File: config.mk
export PLATFORM = sky130hd
export DESIGN_NAME = displayListEngine
export DESIGN_NICKNAME = d
export VERILOG_FILES = /design/src/rtl/anticPkg.sv /design/src/rtl/displayListEngine.sv /design/src/rtl/mapLineShifter.sv /design/src/rtl/instructionSequencer.sv /design/src/rtl/fetchPort.sv /design/src/rtl/dmaControl.sv
export VERILOG_INCLUDE_DIRS = /design/src /design/src/rtl
export SDC_FILE = /design/constraint.sdc
export NUM_CORES = 1
export LEC_CHECK = 0
export CAP_MARGIN = 20
export CORE_MARGIN = 2
export CORE_UTILIZATION = 25
export DETAILED_ROUTE_END_ITERATION = 7
export DONT_BUFFER_PORTS = 1
export GPL_TIMING_DRIVEN = 0
export PLACE_DENSITY = 0.37
export SETUP_SLACK_MARGIN = 0.05
export SYNTH_ARGS = -nofsm -noshare
export SYNTH_HDL_FRONTEND = slang
export SYNTH_HIERARCHICAL = 1
export SYNTH_SLANG_ARGS = --single-unit
File: constraint.sdc
create_clock -name Fphi0 -period 7.1 [get_ports Fphi0]
set_input_delay 0.355 -clock Fphi0 [delete_from_list [all_inputs] [get_ports Fphi0]]
set_output_delay 0.355 -clock Fphi0 [all_outputs]
set_load 0.05 [all_outputs]
File: src/rtl/anticSettings.svh
// Width, credit and line-length constants for the display-list engine
// Included by the package, the RTL modules and the testbench
`ifndef ANTIC_SETTINGS_SVH
`define ANTIC_SETTINGS_SVH

// Memory address width in bits
`define ANTIC_ADDR_W 16

// Reads that may be outstanding on the memory port at once
`define ANTIC_FETCH_CREDITS 2

// Colour codes in one blank scan line
`define ANTIC_LINE_PIXELS 320

// Screen bytes per map line for each playfield width
`define ANTIC_BYTES_NARROW 32
`define ANTIC_BYTES_STANDARD 40
`define ANTIC_BYTES_WIDE 48

`endif
File: src/rtl/anticPkg.sv
// Enums and packed structs shared by the display-list engine and its testbench
`include "anticSettings.svh"

package anticPkg;

  // Low nibble of a display-list instruction
  typedef enum logic [3:0] {
    blankOp = 4'd0,
    jumpOp = 4'd1,
    map4DoubleOp = 4'd13,
    map4Op = 4'd14
  } instrOp;

  // Colour codes sent to the colour chip
  typedef enum logic [2:0] {
    noTransmission = 3'd0,
    bgColor = 3'd1,
    playfield0 = 3'd2,
    playfield1 = 3'd3,
    playfield2 = 3'd4
  } anCode;

  typedef enum logic {
    instrFetch = 1'b0,
    screenFetch = 1'b1
  } fetchKind;

  typedef enum logic [1:0] {
    dmactlReg = 2'd0,
    dlistLoReg = 2'd1,
    dlistHiReg = 2'd2
  } regSel;

  typedef struct packed {
    logic valid;
    fetchKind kind;
    logic [`ANTIC_ADDR_W-1:0] addr;
  } fetchReq;

  typedef struct packed {
    logic valid;
    fetchKind kind;
    logic [7:0] data;
  } fetchRsp;

  typedef struct packed {
    logic valid;
    regSel sel;
    logic [7:0] data;
  } regWrite;

  typedef struct packed {
    logic dli;
    logic vbi;
  } nmiEvent;

  // Strobes from the sequencer, all single-cycle, with the byte they carry
  typedef struct packed {
    logic instrReq;
    logic loadDlistLo;
    logic loadDlistHi;
    logic loadScanLo;
    logic loadScanHi;
    logic lineStart;
    logic lineDouble;
    logic [7:0] data;
  } seqCmd;

endpackage

File: src/rtl/displayListEngine.sv
// Display-list engine top level
// Registers, fetch port, sequencer and shifter wired together
`include "anticSettings.svh"

module displayListEngine (
  input  logic Fphi0,
  input  logic rst,
  input  anticPkg::regWrite regIn,
  input  logic vblank,
  output anticPkg::fetchReq fetchReq,
  input  anticPkg::fetchRsp fetchRsp,
  output anticPkg::anCode an,
  output anticPkg::nmiEvent nmi
);

  anticPkg::seqCmd cmd;
  anticPkg::fetchRsp instrRsp;
  anticPkg::fetchRsp screenRsp;
  logic dlistEnable;
  logic [6:0] playfieldBytes;
  logic [`ANTIC_ADDR_W-1:0] startPtr;
  logic startLoad;
  logic screenWant;
  logic screenTaken;
  logic lineDone;
  logic [10:0] blankCount;

  dmaControl regs (
    .Fphi0(Fphi0),
    .rst(rst),
    .regIn(regIn),
    .dlistEnable(dlistEnable),
    .playfieldBytes(playfieldBytes),
    .startPtr(startPtr),
    .startLoad(startLoad)
  );

  fetchPort port (
    .Fphi0(Fphi0),
    .rst(rst),
    .cmd(cmd),
    .screenWant(screenWant),
    .startPtr(startPtr),
    .startLoad(startLoad),
    .req(fetchReq),
    .rsp(fetchRsp),
    .instrRsp(instrRsp),
    .screenRsp(screenRsp),
    .screenTaken(screenTaken)
  );

  instructionSequencer seq (
    .Fphi0(Fphi0),
    .rst(rst),
    .dlistEnable(dlistEnable),
    .vblank(vblank),
    .instrRsp(instrRsp),
    .lineDone(lineDone),
    .cmd(cmd),
    .blankCount(blankCount),
    .nmi(nmi)
  );

  mapLineShifter shifter (
    .Fphi0(Fphi0),
    .rst(rst),
    .cmd(cmd),
    .playfieldBytes(playfieldBytes),
    .blankCount(blankCount),
    .screenRsp(screenRsp),
    .screenWant(screenWant),
    .screenTaken(screenTaken),
    .lineDone(lineDone),
    .an(an)
  );

endmodule

File: src/rtl/mapLineShifter.sv
// Turns screen bytes into four-colour pixels and emits blank-line background codes
// One colour code leaves per cycle while a byte or blank run is held
module mapLineShifter (
  input  logic Fphi0,
  input  logic rst,
  input  anticPkg::seqCmd cmd,
  input  logic [6:0] playfieldBytes,
  input  logic [10:0] blankCount,
  input  anticPkg::fetchRsp screenRsp,
  output logic screenWant,
  input  logic screenTaken,
  output logic lineDone,
  output anticPkg::anCode an
);

  // Bytes either in flight or waiting in the buffer
  localparam int Slots = 2;

  logic mapActive;
  logic blankActive;
  logic haveByte;
  logic doubling;
  logic phase;
  logic [1:0] pixCnt;
  logic [7:0] shiftReg;
  logic [6:0] reqLeft;
  logic [6:0] useLeft;
  logic [10:0] blankLeft;
  logic [1:0] slotsUsed;
  logic [1:0] fifoCount;
  logic wrPtr;
  logic rdPtr;
  logic [7:0] fifoMem [Slots];
  logic lastPix;
  logic pop;

  function automatic anticPkg::anCode pixelCode(input logic [1:0] pix);
    case (pix)
      2'd0: return anticPkg::bgColor;
      2'd1: return anticPkg::playfield0;
      2'd2: return anticPkg::playfield1;
      default: return anticPkg::playfield2;
    endcase
  endfunction

  assign lastPix = haveByte && pixCnt == 2'd3 && (!doubling || phase);
  // The next byte follows the last pixel with no gap when it is already here
  assign pop = fifoCount != 2'd0 && (!haveByte || lastPix);
  assign screenWant = mapActive && reqLeft != 7'd0 && slotsUsed < 2'(Slots);

  always_ff @(posedge Fphi0 or posedge rst) begin
    if (rst) begin
      mapActive <= 1'b0;
      blankActive <= 1'b0;
      haveByte <= 1'b0;
      doubling <= 1'b0;
      phase <= 1'b0;
      pixCnt <= 2'd0;
      reqLeft <= 7'd0;
      useLeft <= 7'd0;
      blankLeft <= 11'd0;
      slotsUsed <= 2'd0;
      fifoCount <= 2'd0;
      wrPtr <= 1'b0;
      rdPtr <= 1'b0;
      lineDone <= 1'b0;
      an <= anticPkg::noTransmission;
    end else begin
      an <= anticPkg::noTransmission;
      lineDone <= 1'b0;
      wrPtr <= wrPtr ^ screenRsp.valid;
      rdPtr <= rdPtr ^ pop;
      fifoCount <= fifoCount + 2'(screenRsp.valid) - 2'(pop);
      slotsUsed <= slotsUsed + 2'(screenTaken) - 2'(pop);
      if (screenTaken) begin
        reqLeft <= reqLeft - 7'd1;
      end
      if (haveByte) begin
        an <= pixelCode(shiftReg[7:6]);
        if (doubling && !phase) begin
          phase <= 1'b1;
        end else begin
          phase <= 1'b0;
          pixCnt <= pixCnt + 2'd1;
        end
        if (lastPix) begin
          haveByte <= 1'b0;
        end
      end
      if (pop) begin
        haveByte <= 1'b1;
        pixCnt <= 2'd0;
        phase <= 1'b0;
        useLeft <= useLeft - 7'd1;
      end
      if (mapActive && useLeft == 7'd0 && (!haveByte || lastPix)) begin
        mapActive <= 1'b0;
        lineDone <= 1'b1;
      end
      if (blankActive) begin
        an <= anticPkg::bgColor;
        blankLeft <= blankLeft - 11'd1;
        if (blankLeft == 11'd1) begin
          blankActive <= 1'b0;
          lineDone <= 1'b1;
        end
      end
      if (cmd.lineStart) begin
        if (blankCount != 11'd0) begin
          blankActive <= 1'b1;
          blankLeft <= blankCount;
        end else begin
          mapActive <= 1'b1;
          reqLeft <= playfieldBytes;
          useLeft <= playfieldBytes;
          doubling <= cmd.lineDouble;
        end
      end
    end
  end

  always_ff @(posedge Fphi0) begin
    if (screenRsp.valid) begin
      fifoMem[wrPtr] <= screenRsp.data;
    end
    if (pop) begin
      shiftReg <= fifoMem[rdPtr];
    end else if (haveByte && !(doubling && !phase)) begin
      shiftReg <= shiftReg << 2;
    end
  end

endmodule

File: src/rtl/instructionSequencer.sv
// Fetches and decodes display-list instructions and steers the fetch port and shifter
// Raises the display-list and vertical-blank interrupts as one-cycle pulses
`include "anticSettings.svh"

module instructionSequencer (
  input  logic Fphi0,
  input  logic rst,
  input  logic dlistEnable,
  input  logic vblank,
  input  anticPkg::fetchRsp instrRsp,
  input  logic lineDone,
  output anticPkg::seqCmd cmd,
  output logic [10:0] blankCount,
  output anticPkg::nmiEvent nmi
);

  typedef enum logic [2:0] {
    idle,
    fetchInstr,
    fetchLo,
    fetchHi,
    blankRun,
    lineRun,
    waitVblank
  } seqState;

  seqState state;
  logic [7:0] instr;
  logic [2:0] linesLeft;
  anticPkg::instrOp newOp;
  anticPkg::instrOp heldOp;
  logic isJump;

  assign newOp = anticPkg::instrOp'(instrRsp.data[3:0]);
  assign heldOp = anticPkg::instrOp'(instr[3:0]);
  assign isJump = heldOp == anticPkg::jumpOp;

  // Every line started while in blankRun is a full blank scan line
  assign blankCount = (state == blankRun) ? 11'(`ANTIC_LINE_PIXELS) : 11'd0;

  always_ff @(posedge Fphi0 or posedge rst) begin
    if (rst) begin
      state <= idle;
      instr <= 8'd0;
      linesLeft <= 3'd0;
      cmd <= '0;
      nmi <= '0;
    end else begin
      cmd <= '0;
      nmi <= '0;
      case (state)
        idle: begin
          if (dlistEnable) begin
            cmd.instrReq <= 1'b1;
            state <= fetchInstr;
          end
        end
        fetchInstr: begin
          if (instrRsp.valid) begin
            instr <= instrRsp.data;
            case (newOp)
              anticPkg::blankOp: begin
                linesLeft <= instrRsp.data[6:4];
                cmd.lineStart <= 1'b1;
                state <= blankRun;
              end
              anticPkg::jumpOp: begin
                cmd.instrReq <= 1'b1;
                state <= fetchLo;
              end
              anticPkg::map4DoubleOp, anticPkg::map4Op: begin
                // Bit 6 asks for a new scan address before the line
                if (instrRsp.data[6]) begin
                  cmd.instrReq <= 1'b1;
                  state <= fetchLo;
                end else begin
                  cmd.lineStart <= 1'b1;
                  cmd.lineDouble <= newOp == anticPkg::map4DoubleOp;
                  state <= lineRun;
                end
              end
              default: begin
                cmd.instrReq <= 1'b1;
              end
            endcase
          end
        end
        fetchLo: begin
          if (instrRsp.valid) begin
            cmd.loadDlistLo <= isJump;
            cmd.loadScanLo <= !isJump;
            cmd.data <= instrRsp.data;
            cmd.instrReq <= 1'b1;
            state <= fetchHi;
          end
        end
        fetchHi: begin
          if (instrRsp.valid) begin
            cmd.data <= instrRsp.data;
            if (isJump) begin
              cmd.loadDlistHi <= 1'b1;
              if (instr[6]) begin
                nmi.vbi <= 1'b1;
                state <= waitVblank;
              end else begin
                cmd.instrReq <= 1'b1;
                state <= fetchInstr;
              end
            end else begin
              cmd.loadScanHi <= 1'b1;
              cmd.lineStart <= 1'b1;
              cmd.lineDouble <= heldOp == anticPkg::map4DoubleOp;
              state <= lineRun;
            end
          end
        end
        blankRun: begin
          if (lineDone) begin
            if (linesLeft == 3'd0) begin
              nmi.dli <= instr[7];
              cmd.instrReq <= 1'b1;
              state <= fetchInstr;
            end else begin
              linesLeft <= linesLeft - 3'd1;
              cmd.lineStart <= 1'b1;
            end
          end
        end
        lineRun: begin
          if (lineDone) begin
            nmi.dli <= instr[7];
            cmd.instrReq <= 1'b1;
            state <= fetchInstr;
          end
        end
        waitVblank: begin
          if (vblank) begin
            cmd.instrReq <= 1'b1;
            state <= fetchInstr;
          end
        end
        default: state <= idle;
      endcase
    end
  end

endmodule

File: src/rtl/fetchPort.sv
// Memory request port with credit flow control, display-list pointer and scan counter
// Responses come back in order and are split by kind
`include "anticSettings.svh"

module fetchPort (
  input  logic Fphi0,
  input  logic rst,
  input  anticPkg::seqCmd cmd,
  input  logic screenWant,
  input  logic [`ANTIC_ADDR_W-1:0] startPtr,
  input  logic startLoad,
  output anticPkg::fetchReq req,
  input  anticPkg::fetchRsp rsp,
  output anticPkg::fetchRsp instrRsp,
  output anticPkg::fetchRsp screenRsp,
  output logic screenTaken
);

  localparam int CreditW = $clog2(`ANTIC_FETCH_CREDITS + 1);

  logic [CreditW-1:0] credits;
  logic [`ANTIC_ADDR_W-1:0] dlistPtr;
  logic [`ANTIC_ADDR_W-1:0] scanPtr;
  logic [7:0] jumpLo;
  logic instrPending;
  logic haveCredit;
  logic instrIssue;
  logic screenIssue;

  assign haveCredit = credits != '0;
  assign instrIssue = instrPending && haveCredit;
  // Screen reads only go out when no instruction read is waiting
  assign screenIssue = screenWant && !instrPending && haveCredit;
  assign screenTaken = screenIssue;

  always_ff @(posedge Fphi0 or posedge rst) begin
    if (rst) begin
      credits <= CreditW'(`ANTIC_FETCH_CREDITS);
      instrPending <= 1'b0;
      dlistPtr <= '0;
      scanPtr <= '0;
      req <= '0;
    end else begin
      credits <= credits - CreditW'(instrIssue || screenIssue) + CreditW'(rsp.valid);
      instrPending <= cmd.instrReq || (instrPending && !instrIssue);

      req.valid <= instrIssue || screenIssue;
      req.kind <= instrIssue ? anticPkg::instrFetch : anticPkg::screenFetch;
      req.addr <= instrIssue ? dlistPtr : scanPtr;

      // A jump target replaces the pointer only once both bytes are in
      if (startLoad) begin
        dlistPtr <= startPtr;
      end else if (cmd.loadDlistHi) begin
        dlistPtr <= {cmd.data, jumpLo};
      end else if (instrIssue) begin
        dlistPtr <= dlistPtr + 1'b1;
      end

      if (cmd.loadScanLo) begin
        scanPtr[7:0] <= cmd.data;
      end else if (cmd.loadScanHi) begin
        scanPtr[15:8] <= cmd.data;
      end else if (screenIssue) begin
        scanPtr <= scanPtr + 1'b1;
      end
    end
  end

  always_ff @(posedge Fphi0) begin
    if (cmd.loadDlistLo) begin
      jumpLo <= cmd.data;
    end
  end

  always_comb begin
    instrRsp = rsp;
    screenRsp = rsp;
    instrRsp.valid = rsp.valid && rsp.kind == anticPkg::instrFetch;
    screenRsp.valid = rsp.valid && rsp.kind == anticPkg::screenFetch;
  end

endmodule

File: src/rtl/dmaControl.sv
// DMA control and display-list start pointer registers
// Writes arrive one per valid cycle on regIn
`include "anticSettings.svh"

module dmaControl (
  input  logic Fphi0,
  input  logic rst,
  input  anticPkg::regWrite regIn,
  output logic dlistEnable,
  output logic [6:0] playfieldBytes,
  output logic [`ANTIC_ADDR_W-1:0] startPtr,
  output logic startLoad
);

  // Only the enable bit and the width field of the control byte are kept
  logic [1:0] widthSel;
  logic [7:0] startLo;
  logic [7:0] startHi;

  always_ff @(posedge Fphi0 or posedge rst) begin
    if (rst) begin
      dlistEnable <= 1'b0;
      widthSel <= 2'd0;
      startLoad <= 1'b0;
    end else begin
      startLoad <= regIn.valid && regIn.sel == anticPkg::dlistHiReg;
      if (regIn.valid && regIn.sel == anticPkg::dmactlReg) begin
        dlistEnable <= regIn.data[5];
        widthSel <= regIn.data[1:0];
      end
    end
  end

  always_ff @(posedge Fphi0) begin
    if (regIn.valid && regIn.sel == anticPkg::dlistLoReg) begin
      startLo <= regIn.data;
    end
    if (regIn.valid && regIn.sel == anticPkg::dlistHiReg) begin
      startHi <= regIn.data;
    end
  end

  assign startPtr = {startHi, startLo};

  always_comb begin
    case (widthSel)
      2'd1: playfieldBytes = 7'(`ANTIC_BYTES_NARROW);
      2'd2: playfieldBytes = 7'(`ANTIC_BYTES_STANDARD);
      2'd3: playfieldBytes = 7'(`ANTIC_BYTES_WIDE);
      default: playfieldBytes = 7'd0;
    endcase
  end

endmodule

[Word-level counts from Yosys, hierarchy flattened]
Memories as Yosys holds them, arrays and structs flattened.
Index checks and enable logic that the tools add are counted.
Storage, ports and cells
  bits in registers: 162
  RAM bits: 16
  input bits: 24
  word-level logic and storage cells: 253
  memories kept: 1
Memory list
  shifter.fifoMem: words 2, width 8, rd ports 1, clocked after Yosys merged registers in 0, write ports 1, line mapLineShifter.sv:33  | logic [7:0] fifoMem [Slots];
Operators by class
  add/sub/neg operators: 13
  $lt $le $gt $ge: 1
  equality and inequality tests: 33
  multiplexer cells: 104
  bitwise gates (word level): 5
  reduce and logical (&&, ||, !) cells: 53
Operators with widths (number)
  16-bit 2-to-1 mux: 5
  3-bit 2-to-1 mux: 18
  8-bit 2-to-1 mux: 6
  1-bit 2-to-1 mux: 46
  11-bit 2-to-1 mux: 4
  7-bit 2-to-1 mux: 6
  16-bit by 1-bit adder with 16-bit output, second input constant: 2
  3-bit one-hot mux with 7 select lines: 1
  1-bit logical AND: 18
  3-bit one-hot mux with 3 select lines: 2
  6-bit one-hot mux with 3 select lines: 1
  2-bit inequality test, second input constant: 8
  8-bit one-hot mux with 2 select lines: 1
  2-bit nonzero test: 7
  7-bit by 1-bit subtractor with 7-bit output, second input constant: 2
  4-bit equality test, second input constant: 3
  2-bit 2-to-1 mux: 6
  11-bit by 1-bit equality test with 1-bit output, second input constant: 1
  11-bit nonzero test: 1
  11-bit by 1-bit subtractor with 11-bit output, second input constant: 1
  2-bit equality test, second input constant: 5
  2-bit AND reduction: 5
  3-bit equality test, second input constant: 3
  9-bit 2-to-1 mux: 1
  28 further kinds: 56

[Longest topological paths before layout]
  depth after elaboration: 8
  depth in mapped cells: 10
  mapped depth without buffers: 10

[Hierarchy]
Netlist, hierarchy kept.
By module, submodules not included
  fetchPort: times used 1, cells each 349, area an instance 3450.8 µm², sequential area each 1567.8 µm²
  mapLineShifter: times used 1, cells each 280, area an instance 3089.2 µm², sequential area each 1771.7 µm²
  instructionSequencer: times used 1, cells each 141, area an instance 1493.9 µm², sequential area each 725.7 µm²
  dmaControl: times used 1, cells each 35, area an instance 709.4 µm², sequential area each 580.6 µm²

[Worst setup path after synthesis]
OpenSTA, ideal clock, no wires.
  path kind: register -> register
  start point: register shifter.reqLeft[0]
  end point: register shifter.reqLeft[5]
  setup time: 77 ps
  arrival: 2218 ps
  setup slack: 4805 ps
  cell stages (with the launch flop): 10
  path buffers: 0
  cell sequence: dfrtp_1 -> inv_1 -> ha_1 -> a311oi_1 -> nand2b_1 -> nor2_1 -> nor4b_1 -> nand2_1 -> xor2_1 -> a21oi_1
On the way
  word-level cells in the longest chain between the ends: 8
  elaborated cells between the ends (all ways): 9
  classes of those cells: 1 x add/sub; 3 x mux; 5 x reduce/logical
RTL lines
  start, declared: line mapLineShifter.sv:26  | logic [6:0] reqLeft;
  start signal, assigned: line mapLineShifter.sv:76  | reqLeft <= reqLeft - 7'd1;
  start signal, assigned: line mapLineShifter.sv:114  | reqLeft <= playfieldBytes;
  7-bit nonzero test (*): line mapLineShifter.sv:49  | assign screenWant = mapActive && reqLeft != 7'd0 && slotsUsed < 2'(Slots);
  1-bit logical AND (*) (2 in series): line mapLineShifter.sv:49
  named net screenWant: line displayListEngine.sv:23  | logic screenWant;
  1-bit logical AND (*) (2 in series): line fetchPort.sv:33  | assign screenIssue = screenWant && !instrPending && haveCredit;
  named net screenTaken: line displayListEngine.sv:24  | logic screenTaken;
  7-bit 2-to-1 mux (*): line mapLineShifter.sv:75  | if (screenTaken) begin
  7-bit 2-to-1 mux: line mapLineShifter.sv:109  | if (blankCount != 11'd0) begin
  7-bit 2-to-1 mux (*): line mapLineShifter.sv:108  | if (cmd.lineStart) begin
Mark *: on every way through the listed nets, which the timed path passes. The rest lies on a longest branch.
A chain may end at the register's enable or synchronous reset.

[Worst setup path in the final report]
Ends and elaborated chain as after synthesis.

==> impl_metrics.csv <==
group,metric,value,unit
status,status,"finished, final reports clean",
clock_tree,cts_buffers,17,
global_routing,grt_pass1_vias,6221,
cells_and_area,syn2layout_area_growth,15.85,%
placed_design,port_buffers,0,
global_routing,overflow,0,
floorplanning,dieArea,36420,um2
power,peakVddDrop,0.1579,mV
timing,slew_headroom,47.53,%
yosys,synth.cell_area,8728,um2
drt,dr.pass1.iters,4,
worst_setup_path,arrival,3.50,ns
drt,vias_per_cell,4.523,
placed_design,place_ws,3.825,ns
flow_run,maxCapViolations,0,
timing,finalHoldViolations,0,
floorplanning,row_count,68,
min_path,hold_class,"in -> reg",
power,power_density,349.6,nW/um2
drt,wl_per_cell,17.86,um
timing,finalCritPeriodShare,45.23,%
global_routing,grt_max_degree,30,
worst_setup_path,cp-start-kind,"flip-flop",
worst_setup_path,critPathKind,"reg -> reg",
clock_tree,clkSlewWorstSetupHoldPaths,0.07,ns
timing,rsz0062_at_grt,"false",
timing,drv_slew,0,
clock_tree,cts_sinks,176,
timing,setup_total_negative_slack,0,ns
timing,fin_skew,0.01077,ns
cells_and_area,fin_nets,892,
timing,setup_viol,0,
floorplanning,die-width,190.9,um
timing,worst_pin_slew,0.7810,ns
timing,period_minus_slack,3.211,ns
cells_and_area,drive_gt1_share,15.13,%
placed_design,dp_hpwl,17180,um
clock_tree,htree_levels,4,
global_routing,antenna_found_initial,0,
worst_setup_path,critPathRequiredTime,7.39,ns
floorplanning,core_area,34460,um2
global_routing,grt_pass1_wl,37040,um
floorplanning,pin_count,47,
floorplanning,initial_utilization,25.33,%
clock_tree,clkLatencyLatePin,0.44,ns
timing,worst_slack,3.889,ns
yosys,ys_warn_count,6,
cells_and_area,n_antenna_cell,0,
clock_tree,root_buffer,"clkbuf_16",
clock_tree,cts_tree,"done",
drt,drtAntennaViolNets,0,
yosys,syn_area_per_cell,10.87,um2
global_routing,grt_usage,13.61,%
placed_design,gp_congestion,0.7567,
drt,totalWireLength,23470,um
drt,vias,5943,
power,leakagePower,4.100,nW
worst_setup_path,end_kind,"flip-flop",
drt,initialDrtViolationCount,278,
floorplanning,die_y,190.9,um
clock_tree,ctsResizeCount,0,
timing,fmax,0.3114,GHz
yosys,synthCells,803,
clock_tree,clockBufferDepth,2,
worst_setup_path,cp_max_fo,8,
drt,drc,0,
## placed cells by master (no fill, tap or decap), types with 20 or more instances in the layout
master	instances
nor2_1	30
o21ai_0	52
clkbuf_1	20
ha_1	22
buf_4	35
xnor2_1	24
nor3_1	26
nand2_1	72
edfxtp_1	48
dfrtp_1	127
mux2_2	22
a21oi_1	29
inv_1	39
## layout make-up
class	instances	area [um2]
fill	3602	24350
tap	455	569.3
clock inverter	15	182.7
inverter	42	157.7
timing repair buffer	13	165.2
multi-input combinational	532	3575
clock buffer	17	425.4
sequential	176	4646
buffer	64	391.6
## worst paths after layout
path                                         startpoint                             to  slack, ns  depth (start not counted)
setup / recovery           shifter/reqLeft[0]$_DFF_PP0_   shifter/reqLeft[5]$_DFF_PP0_       3.89                          9
hold / removal                                 regIn[1]   regs/widthSel[1]$_DFFE_PP0P_       0.06                          1
setup reg to reg           shifter/reqLeft[0]$_DFF_PP0_   shifter/reqLeft[5]$_DFF_PP0_       3.89                          9
hold reg to reg                   seq/cmd[14]$_DFF_PP0_    port/instrPending$_DFF_PP0_       0.43                          1
max in group asynchronous                           rst  port/dlistPtr[13]$_DFFE_PP0P_       5.94                          3
min in group asynchronous                           rst   regs/widthSel[0]$_DFFE_PP0P_       0.40                          2
## critical path, stage by stage (launching register included)
cell and delay, ns:
dfrtp_1 0.38, inv_1 0.07, ha_1 0.20, a311oi_1 0.57, nand2b_1 0.35, nor2_1 0.66, nor4b_1 0.48, nand2_1 0.12
xor2_1 0.15, a21oi_1 0.08
## per-layer routing
layer / vias up / part of all wire, % / track usage, %
met1: 2912 / 47 / 17.83
li1: 2920 / - / -
met4: 0 / 1.3 / 4.114
met3: 20 / 3.6 / 3.368
met5: - / 0 / 0
met2: 91 / 48 / 22.10
## registers in the layout (all words and copies together) (netlist names), 3 cells and up
signal	flops
regs/startLo	8
seq/linesLeft	3
seq/state	3
shifter/reqLeft	7
port/dlistPtr	16
shifter/fifoMem	16
shifter/blankLeft	11
shifter/an	3
port/scanPtr	16
regs/startHi	8
shifter/shiftReg	8
shifter/useLeft	7
seq/instr	6
port/jumpLo	8
port/req	18
seq/cmd	15
## repair_timing
| item | 4_1_cts | 5_1_grt |
|---|---|---|
| endpoints found under the hold margin | 75 | 0 |
| buffers inserted | 0 | 0 |
| hold buffers | 9 | 0 |
## through the flow
stage	utilization, %	instance area [um2]	hold slack, ns	std cells	total power, W
after floorplan	-	8770	0.1211	814	0.002289
after global placement	27.10	9339	0.1450	1269	0.002556
after detailed placement	27.32	9414	0.1456	1273	0.002566
after CTS	29.35	10110	0.03434	1314	0.003594
after global routing	29.35	10110	0.03132	1314	0.003784
final	29.35	10110	0.05944	1314	0.003535
## report_power, final
group	total (W)	switching, W	internal (W)	leakage, nW
Sequential	0.00161	0.000328	0.00129	2.04
Clock	0.000999	0.000439	0.000559	0.300
Combinational	0.000921	0.000504	0.000417	1.76
Total	0.00353	0.00127	0.00226	4.10
Power figures use the tool's default switching activity.
